[src/rtl/cpu_settings.svh]
// serial CPU widths, register count and program end address
`ifndef CPU_SETTINGS_SVH
`define CPU_SETTINGS_SVH

// ----------------------------------------
// datapath widths
// ----------------------------------------
// register and instruction word
`define CPU_WORD_W 16
// memory bus data, one byte per cycle
`define CPU_BYTE_W 8

// ----------------------------------------
// addressing
// ----------------------------------------
`define CPU_PC_W 8
`define CPU_BYTE_ADDR_W 9
// last instruction word, the run stops here
`define CPU_PC_END ({`CPU_PC_W{1'b1}})

// ----------------------------------------
// register file and decode
// ----------------------------------------
`define CPU_NUM_REGS 8
`define CPU_REG_IDX_W 3
`define CPU_OPCODE_W 5

`endif

[src/rtl/cpu_pkg.sv]
// serial CPU opcode, state and run status types with opcode class decoding
`default_nettype none
`include "cpu_settings.svh"

package cpu_pkg;

    typedef enum logic [`CPU_OPCODE_W-1:0] {
        NOP, HALT, LOAD, STORE, LDIH, SUIH, ADD, ADDI, SUB, SUBI, CMP, AND, OR,
        XOR, SLL, SRL, SET, JUMP, JMPR, BZ, BNZ, BN, BNN, BC, BNC
    } opcode_t;

    // seven states per instruction, idle between runs
    typedef enum logic [2:0] {
        IDLE, FETCH_HI, FETCH_LO, DECODE, EXECUTE, MEM_LO, MEM_HI, WRITE_BACK
    } cpu_state_t;

    typedef enum logic [1:0] {
        RUNNING     = 2'd0,
        HALTED      = 2'd1,
        PROGRAM_END = 2'd2
    } run_status_t;

    // ----------------------------------------
    // opcode classes
    // ----------------------------------------
    function automatic logic writes_flags(input opcode_t op);
        return op inside {LDIH, SUIH, ADD, ADDI, SUB, SUBI, CMP, AND, OR, XOR, SLL, SRL};
    endfunction

    function automatic logic writes_reg(input opcode_t op);
        return op inside {LOAD, LDIH, SUIH, ADD, ADDI, SUB, SUBI, AND, OR, XOR, SLL, SRL, SET};
    endfunction

    // operand a from r1, immediate and branch forms
    function automatic logic a_from_r1(input opcode_t op);
        return op inside {LDIH, SUIH, ADDI, SUBI, JMPR, BZ, BNZ, BN, BNN, BC, BNC};
    endfunction

    function automatic logic a_from_r2(input opcode_t op);
        return op inside {LOAD, STORE, ADD, SUB, CMP, AND, OR, XOR, SLL, SRL};
    endfunction

    function automatic logic b_from_r3(input opcode_t op);
        return op inside {ADD, SUB, CMP, AND, OR, XOR};
    endfunction

    // address offset or shift amount
    function automatic logic b_imm4(input opcode_t op);
        return op inside {LOAD, STORE, SLL, SRL};
    endfunction

    function automatic logic b_imm8(input opcode_t op);
        return op inside {ADDI, SUBI, SET, JUMP, JMPR, BZ, BNZ, BN, BNN, BC, BNC};
    endfunction

    function automatic logic b_imm8_high(input opcode_t op);
        return op inside {LDIH, SUIH};
    endfunction

endpackage

`default_nettype wire

[src/rtl/cpu_sequencer.sv]
// instruction cycle state machine with run status reporting
`timescale 1ns/1ns
`default_nettype none

module cpu_sequencer (
    input  wire                  clk,
    input  wire                  rst_n,
    input  wire                  start,
    input  cpu_pkg::opcode_t     opcode,
    input  wire                  program_end,
    output cpu_pkg::cpu_state_t  state,
    output cpu_pkg::run_status_t run_status
);
    import cpu_pkg::*;

    cpu_state_t next_state;

    always_comb
    begin
        next_state = state;
        case (state)
            IDLE:       if (start) next_state = FETCH_HI;
            FETCH_HI:   next_state = FETCH_LO;
            FETCH_LO:   next_state = DECODE;
            DECODE:     next_state = EXECUTE;
            EXECUTE:    next_state = MEM_LO;
            MEM_LO:     next_state = MEM_HI;
            MEM_HI:     next_state = WRITE_BACK;
            WRITE_BACK: next_state = (opcode == HALT || program_end) ? IDLE : FETCH_HI;
            default:    next_state = IDLE;
        endcase
    end

    always_ff @(posedge clk or negedge rst_n)
    begin
        if (!rst_n)
        begin
            state      <= IDLE;
            run_status <= RUNNING;
        end
        else
        begin
            state <= next_state;
            if (state == IDLE && start)
                run_status <= RUNNING;
            else if (state == WRITE_BACK && opcode == HALT)
                run_status <= HALTED;
            else if (state == WRITE_BACK && program_end)
                run_status <= PROGRAM_END;
        end
    end

    // a run begins only on start
    assert property (@(posedge clk) disable iff (!rst_n)
        (state == IDLE && !start) |=> state == IDLE);

endmodule

`default_nettype wire

[src/rtl/data_port.sv]
// byte serial data memory access and register write back request
`timescale 1ns/1ns
`default_nettype none
`include "cpu_settings.svh"

module data_port (
    input  wire                          clk,
    input  wire                          rst_n,
    input  cpu_pkg::cpu_state_t          state,
    input  cpu_pkg::opcode_t             opcode,
    input  wire [`CPU_REG_IDX_W-1:0]     r1_idx,
    input  wire [`CPU_WORD_W-1:0]        result,
    input  wire [`CPU_WORD_W-1:0]        store_data,
    input  wire [`CPU_BYTE_W-1:0]        d_rdata,
    output logic [`CPU_BYTE_ADDR_W-1:0]  d_addr,
    output logic                         d_we,
    output logic [`CPU_BYTE_W-1:0]       d_wdata,
    output logic                         reg_we,
    output logic [`CPU_REG_IDX_W-1:0]    reg_wr_idx,
    output logic [`CPU_WORD_W-1:0]       reg_wr_data
);
    import cpu_pkg::*;

    logic                   mem_phase;
    logic [`CPU_WORD_W-1:0] load_word;

    // low byte at the even address
    assign mem_phase = (state == MEM_LO) || (state == MEM_HI);
    assign d_addr    = mem_phase ? {result[`CPU_PC_W-1:0], state == MEM_HI} : '0;
    assign d_we      = mem_phase && (opcode == STORE);
    assign d_wdata   = (state == MEM_HI) ? store_data[`CPU_WORD_W-1:`CPU_BYTE_W]
                                         : store_data[`CPU_BYTE_W-1:0];

    always_ff @(posedge clk or negedge rst_n)
    begin
        if (!rst_n)
            load_word <= '0;
        else if (state == MEM_LO)
            load_word[`CPU_BYTE_W-1:0] <= d_rdata;
        else if (state == MEM_HI)
            load_word[`CPU_WORD_W-1:`CPU_BYTE_W] <= d_rdata;
    end

    assign reg_we      = (state == WRITE_BACK) && writes_reg(opcode);
    assign reg_wr_idx  = r1_idx;
    assign reg_wr_data = (opcode == LOAD) ? load_word : result;

    // a store drives exactly two write cycles, low byte first
    assert property (@(posedge clk) disable iff (!rst_n)
        $rose(d_we) |-> (opcode == STORE && state == MEM_LO)
            ##1 (d_we && state == MEM_HI) ##1 !d_we);

endmodule

`default_nettype wire

[src/rtl/execute_unit.sv]
// operand select, ALU, condition flags and branch decision
`timescale 1ns/1ns
`default_nettype none
`include "cpu_settings.svh"

module execute_unit (
    input  wire                         clk,
    input  wire                         rst_n,
    input  cpu_pkg::cpu_state_t         state,
    input  wire [`CPU_WORD_W-1:0]       instr,
    output logic [`CPU_REG_IDX_W-1:0]   rd_idx_a,
    output logic [`CPU_REG_IDX_W-1:0]   rd_idx_b,
    output logic [`CPU_REG_IDX_W-1:0]   rd_idx_c,
    input  wire [`CPU_WORD_W-1:0]       rd_data_a,
    input  wire [`CPU_WORD_W-1:0]       rd_data_b,
    input  wire [`CPU_WORD_W-1:0]       rd_data_c,
    output logic [`CPU_WORD_W-1:0]      result,
    output logic [`CPU_WORD_W-1:0]      store_data,
    output logic                        take_branch,
    output logic [`CPU_PC_W-1:0]        branch_target
);
    import cpu_pkg::*;

    opcode_t                opcode;
    logic [`CPU_WORD_W-1:0] sel_a, sel_b, op_a, op_b, alu_out;
    logic                   alu_carry;
    logic                   zf, nf, cf;
    logic                   cond;

    assign opcode   = opcode_t'(instr[15:11]);
    assign rd_idx_a = instr[10:8];
    assign rd_idx_b = instr[6:4];
    assign rd_idx_c = instr[2:0];

    // ----------------------------------------
    // operand select, latched in DECODE
    // ----------------------------------------
    always_comb
    begin
        sel_a = '0;
        if (a_from_r1(opcode))
            sel_a = rd_data_a;
        else if (a_from_r2(opcode))
            sel_a = rd_data_b;
        sel_b = '0;
        if (b_from_r3(opcode))
            sel_b = rd_data_c;
        else if (b_imm4(opcode))
            sel_b = {{(`CPU_WORD_W-4){1'b0}}, instr[3:0]};
        else if (b_imm8(opcode))
            sel_b = {{(`CPU_WORD_W-8){1'b0}}, instr[7:0]};
        else if (b_imm8_high(opcode))
            sel_b = {instr[7:0], {(`CPU_WORD_W-8){1'b0}}};
    end

    // ----------------------------------------
    // ALU, carry holds over for shifts
    // ----------------------------------------
    always_comb
    begin
        alu_carry = cf;
        case (opcode)
            SUB, SUBI, SUIH, CMP: {alu_carry, alu_out} = {1'b0, op_a} - {1'b0, op_b};
            AND:     {alu_carry, alu_out} = {1'b0, op_a & op_b};
            OR:      {alu_carry, alu_out} = {1'b0, op_a | op_b};
            XOR:     {alu_carry, alu_out} = {1'b0, op_a ^ op_b};
            SLL:     alu_out = op_a << op_b[3:0];
            SRL:     alu_out = op_a >> op_b[3:0];
            // add also forms addresses and jump targets
            default: {alu_carry, alu_out} = {1'b0, op_a} + {1'b0, op_b};
        endcase
    end

    always_ff @(posedge clk)
    begin
        if (state == DECODE)
        begin
            op_a <= sel_a;
            op_b <= sel_b;
            if (opcode == STORE)
                store_data <= rd_data_a;
        end
        if (state == EXECUTE)
            result <= alu_out;
    end

    always_ff @(posedge clk or negedge rst_n)
    begin
        if (!rst_n)
            {zf, nf, cf} <= '0;
        else if (state == EXECUTE && writes_flags(opcode))
            {zf, nf, cf} <= {alu_out == '0, alu_out[`CPU_WORD_W-1], alu_carry};
    end

    always_comb
    begin
        case (opcode)
            JUMP, JMPR: cond = 1'b1;
            BZ:         cond = zf;
            BNZ:        cond = !zf;
            BN:         cond = nf;
            BNN:        cond = !nf;
            BC:         cond = cf;
            BNC:        cond = !cf;
            default:    cond = 1'b0;
        endcase
    end

    assign take_branch   = (state == WRITE_BACK) && cond;
    assign branch_target = result[`CPU_PC_W-1:0];

    assert property (@(posedge clk) disable iff (!rst_n)
        !$stable({zf, nf, cf}) |-> $past(state) == EXECUTE);

endmodule

`default_nettype wire

[src/rtl/fetch_unit.sv]
// program counter and two byte instruction fetch
`timescale 1ns/1ns
`default_nettype none
`include "cpu_settings.svh"

module fetch_unit (
    input  wire                          clk,
    input  wire                          rst_n,
    input  wire                          start,
    input  cpu_pkg::cpu_state_t          state,
    input  wire [`CPU_BYTE_W-1:0]        i_rdata,
    input  wire                          take_branch,
    input  wire [`CPU_PC_W-1:0]          branch_target,
    output logic [`CPU_BYTE_ADDR_W-1:0]  i_addr,
    output logic [`CPU_WORD_W-1:0]       instr,
    output logic                         program_end
);
    import cpu_pkg::*;

    logic [`CPU_PC_W-1:0] pc;

    // high byte at the even address, low byte at the odd one
    assign i_addr      = {pc, state == FETCH_LO};
    assign program_end = (pc == `CPU_PC_END);

    always_ff @(posedge clk or negedge rst_n)
    begin
        if (!rst_n)
        begin
            pc    <= '0;
            instr <= '0;
        end
        else
        begin
            if (state == FETCH_HI)
                instr[`CPU_WORD_W-1:`CPU_BYTE_W] <= i_rdata;
            if (state == FETCH_LO)
                instr[`CPU_BYTE_W-1:0] <= i_rdata;
            if (state == IDLE && start)
                pc <= '0;
            else if (state == WRITE_BACK && take_branch)
                pc <= branch_target;
            else if (state == WRITE_BACK && !program_end)
                pc <= pc + 1'b1;
        end
    end

    assert property (@(posedge clk) disable iff (!rst_n)
        !$stable(pc) |-> $past(state) inside {IDLE, WRITE_BACK});

endmodule

`default_nettype wire

[src/rtl/reg_file.sv]
// general register file, three read ports and one write port
`timescale 1ns/1ns
`default_nettype none
`include "cpu_settings.svh"

module reg_file (
    input  wire                         clk,
    input  wire                         rst_n,
    input  wire [`CPU_REG_IDX_W-1:0]    rd_idx_a,
    input  wire [`CPU_REG_IDX_W-1:0]    rd_idx_b,
    input  wire [`CPU_REG_IDX_W-1:0]    rd_idx_c,
    output logic [`CPU_WORD_W-1:0]      rd_data_a,
    output logic [`CPU_WORD_W-1:0]      rd_data_b,
    output logic [`CPU_WORD_W-1:0]      rd_data_c,
    input  wire                         we,
    input  wire [`CPU_REG_IDX_W-1:0]    wr_idx,
    input  wire [`CPU_WORD_W-1:0]       wr_data
);
    logic [`CPU_WORD_W-1:0] regs [`CPU_NUM_REGS];

    // reads are combinational
    assign rd_data_a = regs[rd_idx_a];
    assign rd_data_b = regs[rd_idx_b];
    assign rd_data_c = regs[rd_idx_c];

    always_ff @(posedge clk or negedge rst_n)
    begin
        if (!rst_n)
        begin
            for (int i = 0; i < `CPU_NUM_REGS; i++)
                regs[i] <= '0;
        end
        else if (we)
            regs[wr_idx] <= wr_data;
    end

endmodule

`default_nettype wire

[src/rtl/serial_cpu.sv]
// serial CPU top, multicycle core on byte wide instruction and data buses
`timescale 1ns/1ns
`default_nettype none
`include "cpu_settings.svh"

module serial_cpu (
    input  wire                          clk,
    input  wire                          rst_n,
    input  wire                          start,
    output wire [`CPU_BYTE_ADDR_W-1:0]   i_addr,
    input  wire [`CPU_BYTE_W-1:0]        i_rdata,
    output wire [`CPU_BYTE_ADDR_W-1:0]   d_addr,
    output wire                          d_we,
    output wire [`CPU_BYTE_W-1:0]        d_wdata,
    input  wire [`CPU_BYTE_W-1:0]        d_rdata,
    output cpu_pkg::run_status_t         run_status
);
    import cpu_pkg::*;

    cpu_state_t                 state;
    opcode_t                    opcode;
    logic [`CPU_WORD_W-1:0]     instr;
    logic                       program_end;
    logic                       take_branch;
    logic [`CPU_PC_W-1:0]       branch_target;
    logic [`CPU_REG_IDX_W-1:0]  rd_idx_a, rd_idx_b, rd_idx_c, reg_wr_idx;
    logic [`CPU_WORD_W-1:0]     rd_data_a, rd_data_b, rd_data_c;
    logic [`CPU_WORD_W-1:0]     result, store_data, reg_wr_data;
    logic                       reg_we;

    // opcode sits in the top five instruction bits
    assign opcode = opcode_t'(instr[15:11]);

    cpu_sequencer cpu_sequencer_i (.clk, .rst_n, .start, .opcode, .program_end, .state,
        .run_status);

    fetch_unit fetch_unit_i (.clk, .rst_n, .start, .state, .i_rdata, .take_branch,
        .branch_target, .i_addr, .instr, .program_end);

    reg_file reg_file_i (.clk, .rst_n, .rd_idx_a, .rd_idx_b, .rd_idx_c, .rd_data_a,
        .rd_data_b, .rd_data_c, .we(reg_we), .wr_idx(reg_wr_idx), .wr_data(reg_wr_data));

    execute_unit execute_unit_i (.clk, .rst_n, .state, .instr, .rd_idx_a, .rd_idx_b,
        .rd_idx_c, .rd_data_a, .rd_data_b, .rd_data_c, .result, .store_data, .take_branch,
        .branch_target);

    data_port data_port_i (.clk, .rst_n, .state, .opcode, .r1_idx(instr[10:8]), .result,
        .store_data, .d_rdata, .d_addr, .d_we, .d_wdata, .reg_we, .reg_wr_idx, .reg_wr_data);

endmodule

`default_nettype wire

[config.mk]
export PLATFORM = sky130hd
export DESIGN_NAME = serial_cpu
export DESIGN_NICKNAME = d
export VERILOG_FILES = /design/src/rtl/cpu_pkg.sv /design/src/rtl/cpu_sequencer.sv /design/src/rtl/data_port.sv /design/src/rtl/execute_unit.sv /design/src/rtl/fetch_unit.sv /design/src/rtl/reg_file.sv /design/src/rtl/serial_cpu.sv
export VERILOG_INCLUDE_DIRS = /design/src /design/src/rtl
export SDC_FILE = /design/constraint.sdc
export NUM_CORES = 1
export LEC_CHECK = 0
export BUFFER_PORTS_ARGS = -buffer_cell sky130_fd_sc_hd__buf_2
export CORE_AREA = 2 2 219 221
export DETAILED_ROUTE_END_ITERATION = 10
export DIE_AREA = 0 0 221 223
export MAX_ROUTING_LAYER = met4
export PLACE_DENSITY = 0.51
export SLEW_MARGIN = 20
export SYNTH_ARGS = -nofsm -noshare
export SYNTH_HDL_FRONTEND = slang
export SYNTH_SLANG_ARGS = --single-unit
[constraint.sdc]
create_clock -name clk -period 4.93 [get_ports clk]
set_clock_uncertainty 0.2 [all_clocks]
set_input_delay 0.493 -clock clk [delete_from_list [all_inputs] [get_ports clk]]
set_output_delay 0.493 -clock clk [all_outputs]
set_load 0.02 [all_outputs]
# Word-level counts from Yosys, hierarchy flattened
# Index checks and enable logic that the tools add are counted.
[totals] inputBits=19 output_inout_bits=29 ramBits=0 latchBits=0 regBits=240 rom_bits=0 memories=0 word_cells=140
[op_classes] div_mod_pow=0 muxes=33 n_bitwise=8 n_reduce_logical=35 shift=2 eq_ne=33 n_addsub=3 magnitude_cmp=4 n_mul=0
[ops] operator="16-bit 2-to-1 mux" count=14
[ops] operator="16-bit binary-select mux with 3-bit select" count=3
[ops] operator="128-bit bitwise mux" count=1
[ops] operator="16-bit case mux with 6 select lines" count=1
[ops] operator="16-bit demux with 3-bit select" count=1
[ops] operator="5-bit == test, second input constant" count=9
[ops] operator="5-bit by 4-bit == test with 1-bit output, second input constant" count=8
[ops] operator="8-bit 2-to-1 mux" count=4
[ops] operator="3-bit case mux with 8 select lines" count=1
[ops] operator="11-bit nonzero test" count=2
[ops] operator="5-bit by 3-bit == test with 1-bit output, second input constant" count=4
[ops] operator="16-bit by 16-bit adder with 17-bit output" count=1
[ops] operator="16-bit by 16-bit subtractor with 17-bit output" count=1
[ops] operator="16-bit bitwise AND" count=1
[ops] operator="16-bit zero test" count=1
[ops] operator="16-bit OR" count=1
[ops] operator="16-bit by 4-bit << shifter with 16-bit output" count=1
[ops] operator="16-bit by 4-bit right shift with 16-bit output" count=1
[ops] operator="16-bit XOR" count=1
[ops] operator="13-bit nonzero test" count=1
[ops] operator="3-bit == test, second input constant" count=4
[ops] operator="4-bit >= comparator, second input constant" count=3
[ops] operator="3-bit inverter with 4-bit output" count=3
[ops] operator="12-bit nonzero test" count=1
[ops] operator="other kinds (28)" count=50

# Logic depth before layout (Yosys ltp)
# Gate-level depths: netlist of the first run.
[depth] word_depth=7 depth_mapped=14 ltp_nobuf=13

# Hierarchy
# From an unflattened synthesis of the first run, not the netlist that was laid out.
[hier_totals] hier_cells=1439 hier_area_um2=17753.3
[modules_own_cells] mod="reg_file" area_per_inst_um2=8072.7 cells_per_inst=450 n_inst=1 seq_area_each_um2=3203.1
[modules_own_cells] mod="execute_unit" area_per_inst_um2=7153.1 cells_per_inst=780 n_inst=1 seq_area_each_um2=1996.9
[modules_own_cells] mod="fetch_unit" area_per_inst_um2=1161.1 cells_per_inst=99 n_inst=1 seq_area_each_um2=600.6
[modules_own_cells] mod="data_port" area_per_inst_um2=1124.8 cells_per_inst=86 n_inst=1 seq_area_each_um2=400.4
[modules_own_cells] mod="cpu_sequencer" area_per_inst_um2=241.5 cells_per_inst=24 n_inst=1 seq_area_each_um2=125.1

# Least setup slack after synthesis of the first run
# No wires, ideal clock.
[synth_timing] path_type="register -> register" start="register execute_unit_i.op_b[2]" end="register execute_unit_i.zf" setup_time_ps=92 path_slack_ps=1106 n_path_buf=3 required_ps=4638 stages_incl_launch_ff=15 t_arrival_ps=3532 period_less_slack_ps=3824 path_cell_list="edfxtp_1 -> buf_4 -> clkinv_1 -> buf_1 -> ha_1 -> clkbuf_1 -> xor2_1 -> o32ai_1 -> or4_1 -> nor4_1 -> a22oi_1 -> nor4_4 -> nand4bb_1 -> or4b_1 -> o31ai_2"
[synth_via] elab_chain_len=3 word_cells_on_any_way=9 cone_classes="add/sub: 2; shift: 2; mux: 1; bitwise: 3; reduce/logical: 1"
[synth_rtl] element="from (decl)" line="execute_unit.sv:25" rtl="logic [`CPU_WORD_W-1:0] sel_a, sel_b, op_a, op_b, alu_out;"
[synth_rtl] element="from (signal assigned)" line="execute_unit.sv:79" rtl="op_b <= sel_b;"
[synth_rtl] element="16-bit by 16-bit adder with 17-bit output (tied with other cells)" line="execute_unit.sv:70" rtl="default: {alu_carry, alu_out} = {1'b0, op_a} + {1'b0, op_b};"
[synth_rtl] element="16-bit case mux with 6 select lines (*)" line="execute_unit.sv:62" rtl="case (opcode)"
[synth_rtl] element="named net execute_unit_i.alu_out[2]" line="execute_unit.sv:25"
[synth_rtl] element="16-bit zero test (*)" line="execute_unit.sv:92" rtl="{zf, nf, cf} <= {alu_out == '0, alu_out[`CPU_WORD_W-1], alu_carry};"
[synth_rtl] element="to (signal assigned)" line="execute_unit.sv:92"
[synth_rtl] element="to (decl)" line="execute_unit.sv:27" rtl="logic zf, nf, cf;"
# Mark *: on every way through the listed nets, which the timed path passes. The rest lies on a longest branch.
# A chain may end at the register's enable or synchronous reset.

# Worst setup path after layout of the first run
[layout_timing] start="register execute_unit_i.op_a[0]" end="register execute_unit_i.zf"
[layout_via] elab_chain_len=3 word_cells_on_any_way=9 cone_classes="add/sub: 2; shift: 2; mux: 1; bitwise: 3; reduce/logical: 1"
[layout_rtl] element="from (decl)" line="execute_unit.sv:25"
[layout_rtl] element="from (signal assigned)" line="execute_unit.sv:78" rtl="op_a <= sel_a;"
[layout_rtl] element="16-bit by 16-bit adder with 17-bit output (tied with other cells)" line="execute_unit.sv:70"
[layout_rtl] element="16-bit case mux with 6 select lines (*)" line="execute_unit.sv:62"
[layout_rtl] element="named net execute_unit_i.alu_out[12]" line="execute_unit.sv:25"
[layout_rtl] element="16-bit zero test (*)" line="execute_unit.sv:92"
# Marks and branches as above.

==> metrics.cfg, run 1 <==
[setup_path]
cp_data_arrival_time_ps=4560
path_max_fanout=6
worst-r2r-setup-slack_ps=670
critPathRequiredTime_ps=5230
critPathKind=flip-flop to flip-flop
reg2reg_to=execute_unit_i.zf
endpoint_kind=flip-flop
r2r_start=execute_unit_i.op_a[0]
ff2ff_path_depth=13
startpoint_type=flip-flop

[global_route]
grt_pass1_wl_um=88700
antenna_found_initial=0
grt-ovfl-total=0
grt_usage_pct=24.4
grt_pass1_vias=13500
grt_max_degree=103

[timing]
setup_tns_ps=0
final.min_clock_period_ps=4260
worstMarginPinSlew_ps=1150
min_period_over_period_pct=86.4
slew_headroom_pct=23.0
fmax_mhz=235
rsz0062_at_grt=no
setup_violations=0
final-hold-violation-count=0
drv_slew=0

[drt]
drc=0
routed-via-count=13700
drtPass1Iterations=6
drtIter0Drc=1427
vias_per_cell=6.04
drtAntennaViolNets=0
totalWireLength_um=59100
avgRoutedWirePerCell_um=26.0

[worst_hold_path]
whs_path_depth=4
hp-class=primary input to flip-flop
holdPathEnd=cpu_sequencer_i.state[0]
min_from=start

[clock_network]
htreeDepth=1
clkLatencyLatePin_ps=590
clockRootBuffer=clkbuf_16
cts_sinks=240
clk_pin_slew_ps=60
ctsLongestPathBuffers=3
cts_tree=yes
post-cts-setup-buffers=0
cts_buffers=29

[logic_synthesis]
async_reset_ff_share_pct=73.3
synth_warnings=0
ys_seq_area_share_pct=39.0
syn_area_per_cell_um2=10.1
syn_inst=1599
synth_edf_count=64
synth_flop_cell=dfrtp_1
yosysUniqueCellTypes=88
synth_nets=1674
synth_seq_cells=240
syn_area_um2=16200

[final_layout]
final_cell_mix=o21ai_0 (201), nand2_1 (190), dfrtp_1 (174), mux4_2 (77)
num-fill-cells=4694
nNetsFinal=1711
diodes=0
mostFrequentLayoutCell=o21ai_0
syn2layout_area_growth_pct=13.1
fin_cells=2273
layout-drive-gt1-share_pct=18.3

[floorplan]
fp-row-count=80
fp.dieH_um=223
core_um2=47100
fp.dieArea_um2=49300
initial_core_util_pct=34.4
die_width_um=221
ios=48

[placement]
dp_cells=2203
port_buffers=47
place_congestion=0.977
hpwl_um=41800

[run]
cap_violations=0

[status]
status=finished clean

[power_and_ir_drop]
leakage_nw=7.50
power_density_nw_per_um2=750
ir_drop_mv=0.304

## repair_timing
action                     in CTS  in global routing
setup endpoints to repair       0                  0
hold endpoints to repair      132                  0
gates resized for setup         0                  0
hold buffers                   17                  0
## state kept, by name, indices dropped and copies added (netlist names)
signal and cells:
execute_unit_i.zf 1, data_port_i.load_word 16, cpu_sequencer_i.run_status 2, reg_file_i.regs 128, execute_unit_i.op_b 16, fetch_unit_i.instr 16
execute_unit_i.store_data 16, execute_unit_i.cf 1, execute_unit_i.op_a 16, fetch_unit_i.pc 8, cpu_sequencer_i.state 3, execute_unit_i.result 16
execute_unit_i.nf 1
## how the worst max path moves through the flow
| stage | startpoint | cells after the start | end |
|---|---|---|---|
| final | execute_unit_i.op_a[0] | 13 | execute_unit_i.zf |
| after global routing | execute_unit_i.op_a[0] | 13 | execute_unit_i.zf |
| after CTS | execute_unit_i.op_a[0] | 13 | execute_unit_i.zf |
| after detailed placement | execute_unit_i.op_a[0] | 13 | execute_unit_i.zf |
| after global placement | execute_unit_i.op_a[0] | 13 | execute_unit_i.zf |
| after floorplan | execute_unit_i.op_b[2] | 14 | execute_unit_i.zf |
## cell usage after synthesis, types with 28 or more instances
library cell / count / area, um2
o21ai_0: 201 / 1010
mux2i_1: 63 / 631
nor3_1: 28 / 140
clkbuf_1: 81 / 304
inv_1: 60 / 225
mux2_2: 49 / 552
nand3_1: 31 / 155
dfrtp_1: 176 / 4400
edfxtp_1: 64 / 1920
a22oi_1: 72 / 541
nand2_1: 190 / 713
nor2_1: 72 / 270
ha_1: 54 / 676
mux4_2: 77 / 1730
a21oi_1: 41 / 205
## worst max-delay path: stages (launching register included)
cell	delay (ps)
edfxtp_1	470
inv_1	120
ha_1	210
inv_1	70
fa_1	460
nor2b_1	180
o311ai_0	580
o211ai_1	300
a221oi_1	440
a211oi_1	130
a2bb2oi_1	180
nor3_1	200
or4b_1	470
o31ai_2	170
## routing by layer
layer	wire (um)	vias to the layer above	part of all wire (%)	global-route usage (%)
met2	27700	586	47	38.9
li1	-	6114	-	-
met3	3660	148	6.2	3.23
met1	25200	6885	43	31.6
met5	0	-	0	-
met4	2640	0	4.5	9.59
## final cells by class
cell class	count	area [um2]	area share, %
multi-input combinational	1179	9140	49.8
sequential	240	6330	34.5
timing repair buffer	123	857	4.67
tap	615	769	4.19
clock buffer	36	762	4.15
clock inverter	17	258	1.40
inverter	63	236	1.29
## cells by family (layout without fill, tap and decap cells)
logic type,count (synthesis),after routing,synth area share [%]
AO/OA/AOI/OAI,442,442,17.3
multiplexers,198,198,19.4
AND/OR/NAND/NOR,471,471,14.3
flip-flops,240,240,39.0
buffers and inverters,180,239,4.90
XOR/XNOR,12,12,0.648
adder cells (fa/ha/maj),56,56,4.41
## report_power, final
part / internal, mW / switching, mW
clock network: 1.42 / 0.906
registers: 3.00 / 1.16
logic: 2.93 / 4.34
total: 7.35 / 6.40
## through the flow
stage | total power, mW | cell area [um2] | util (%) | hold slack, ps | setup WS, ps
after floorplan | 8.70 | 16200 | - | -2.59 | 1110
after global placement | 11.2 | 17200 | 36.4 | 289 | 773
after detailed placement | 11.3 | 17200 | 36.4 | 295 | 715
after CTS | 13.7 | 18300 | 38.9 | 21.6 | 696
after global routing | 14.5 | 18300 | 38.9 | 73.6 | 369
final | 13.8 | 18300 | 38.9 | 47.4 | 670
Power figures use the tool's default switching activity.
==> run 2, diff against run 1 <==
--- a/config.mk
+++ b/config.mk
@@ -10,7 +10,6 @@
 export CORE_AREA = 2 2 219 221
 export DETAILED_ROUTE_END_ITERATION = 10
 export DIE_AREA = 0 0 221 223
-export MAX_ROUTING_LAYER = met4
 export PLACE_DENSITY = 0.51
 export SLEW_MARGIN = 20
 export SYNTH_ARGS = -nofsm -noshare
==> metrics.cfg, run 2 (same netlist as run 1, synthesis figures left out) <==
[setup_path]
critPathRequiredTime_ps=5200  ; was 5230 ps
endpoint_kind=flip-flop  ; unchanged
cp_cell_sequence=inv_1, ha_1, inv_1, fa_1, nor2b_1, o311ai_0, o211ai_1, a221oi_1, a211oi_1, a2bb2oi_1, nor3_1, or4b_1, o31ai_2  ; unchanged
cp-startpoint=execute_unit_i.op_a[0]  ; unchanged
critPathKind=flip-flop to flip-flop  ; unchanged
r2r_start=execute_unit_i.op_a[0]  ; unchanged
cpMostUsedCell=inv_1  ; unchanged
worst-r2r-setup-slack_ps=660  ; was 670 ps
cp_data_arrival_time_ps=4540  ; was 4560 ps
endpoint=execute_unit_i.zf  ; unchanged
ff2ff_path_depth=13  ; unchanged
reg2reg_to=execute_unit_i.zf  ; unchanged
critical_path_depth=13  ; unchanged
path_max_fanout=6  ; unchanged
crit_slowest_cell=o311ai_0  ; unchanged
crit_family=compound AO/OA/AOI/OAI gates  ; unchanged
slowest_delay_ps=580  ; about the same
crit_buf_inv=2  ; unchanged
startpoint_type=flip-flop  ; unchanged

[clock_network]
htreeDepth=1  ; unchanged
ctsLongestPathBuffers=3  ; unchanged
cts_tree=yes  ; unchanged
cts_resized=0  ; unchanged
clk_pin_slew_ps=60  ; about the same
clkLatencyLatePin_ps=590  ; about the same
clockRootBuffer=clkbuf_16  ; unchanged
cts_sinks=240  ; unchanged
cts_buffers=28  ; was 29

[final_layout]
final_area_um2=18300  ; about the same
multiInputGateArea_um2=9140  ; about the same
syn2layout_area_growth_pct=12.8  ; was 13.1%
layout-drive-gt1-share_pct=18.2  ; was 18.3%
nNetsFinal=1706  ; was 1711
largest_reg_flops=128  ; unchanged
top_register=reg_file_i.regs  ; unchanged
ff_latch_area_um2=6330  ; unchanged
num-fill-cells=4595  ; was 4694
mostFrequentLayoutCell=o21ai_0  ; unchanged
final_cell_mix=o21ai_0 (201), nand2_1 (190), dfrtp_1 (174), mux4_2 (77)  ; unchanged

[floorplan]
fp.dieH_um=223  ; unchanged
die_width_um=221  ; unchanged
fp.dieArea_um2=49300  ; unchanged
core_um2=47100  ; unchanged
fp-row-count=80  ; unchanged
initial_core_util_pct=34.4  ; unchanged
ios=48  ; unchanged

[status]
status=finished clean  ; unchanged

[drt]
drc=0  ; unchanged
totalWireLength_um=59000  ; was 59100 um
vias_per_cell=6.00  ; was 6.04
avgRoutedWirePerCell_um=26.0  ; about the same
drtPass1Iterations=5  ; was 6
drtAntennaViolNets=0  ; unchanged
drtIter0Drc=1195  ; was 1427
routed-via-count=13600  ; was 13700

[global_route]
grt_pass1_vias=13300  ; was 13500
grt_max_degree=91  ; was 103
antenna_found_initial=0  ; unchanged
grt_pass1_wl_um=87800  ; was 88700 um
grt_usage_pct=23.5  ; was 24.4%
grt-ovfl-total=0  ; unchanged

[timing]
setup_tns_ps=0  ; unchanged
rsz0062_at_grt=no  ; unchanged
final-hold-violation-count=0  ; unchanged
fmax_mhz=234  ; was 235 MHz
slew_headroom_pct=26.6  ; was 23.0%
worstMarginPinSlew_ps=1100  ; was 1150 ps
drv_slew=0  ; unchanged
min_period_over_period_pct=86.6  ; was 86.4%
setup_violations=0  ; unchanged
final.min_clock_period_ps=4270  ; was 4260 ps

[placement]
placed_area_um2=17100  ; was 17200 um2
place_congestion=0.938  ; was 0.977
hpwl_um=41800  ; about the same
port_buffers=47  ; unchanged

[power_and_ir_drop]
leakage_nw=7.47  ; was 7.50 nW
power_density_nw_per_um2=746  ; was 750 nW/um2
p_total_mw=13.6  ; was 13.8 mW
ir_drop_mv=0.343  ; was 0.304 mV

[run]
cap_violations=0  ; unchanged

[worst_hold_path]
hp-class=primary input to flip-flop  ; unchanged

run 2: metrics by stage:
step	util [%]	instances	hold WS (ps)	setup slack, ps
final	38.8	2269	8.35	659
after floorplan	-	1599	-2.59	1110
after global routing	38.8	2268	8.06	529
after CTS	38.8	2268	2.70	698
after detailed placement	36.4	2200	297	733
after global placement	36.3	2199	292	790
run 2: layout make-up:
cell class              instances  area share, %
well taps                     615           4.21
diodes                          1         0.0137
clock buffers                  43           4.58
inverters                      63           1.29
repair buffers                119           4.53
multi-input cells            1179           50.0
flip-flops and latches        240           34.6
clock inverters                 9          0.814
run 2: worst min-delay path by stage:
stage / cells past startpoint / start / endpoint
finish: 3 / i_rdata[7] / fetch_unit_i.instr[15]
global route: 2 / i_rdata[7] / fetch_unit_i.instr[7]
CTS: 3 / i_rdata[7] / fetch_unit_i.instr[15]
detailed placement: 1 / data_port_i.load_word[6] / data_port_i.load_word[6]
global placement: 1 / data_port_i.load_word[6] / data_port_i.load_word[6]
floorplan: 0 / rst_n / cpu_sequencer_i.run_status[0]
run 2: routing by layer:
metal	vias up	routed length (um)	global-route usage [%]
met5	-	0	0
met3	134	3720	2.83
li1	6105	-	-
met1	6788	24900	31.5
met2	579	27800	39.0
met4	0	2630	9.46
run 2: where the power goes:
part | total (mW) | leakage, nW | internal, mW | switching, mW
Combinational | 7.24 | 4.11 | 2.94 | 4.30
Sequential | 4.20 | 2.88 | 3.01 | 1.19
Clock | 2.21 | 0.484 | 1.33 | 0.881
run 2: timing repair:
item / in CTS / in global routing
hold buffers: 16 / 0
buffers inserted: 0 / 0
hold endpoints to repair: 117 / 0
run 2: tightest hold or removal path: stages:
cell     delay, ps
buf_2          110
nand2_1         50
o21ai_0         80
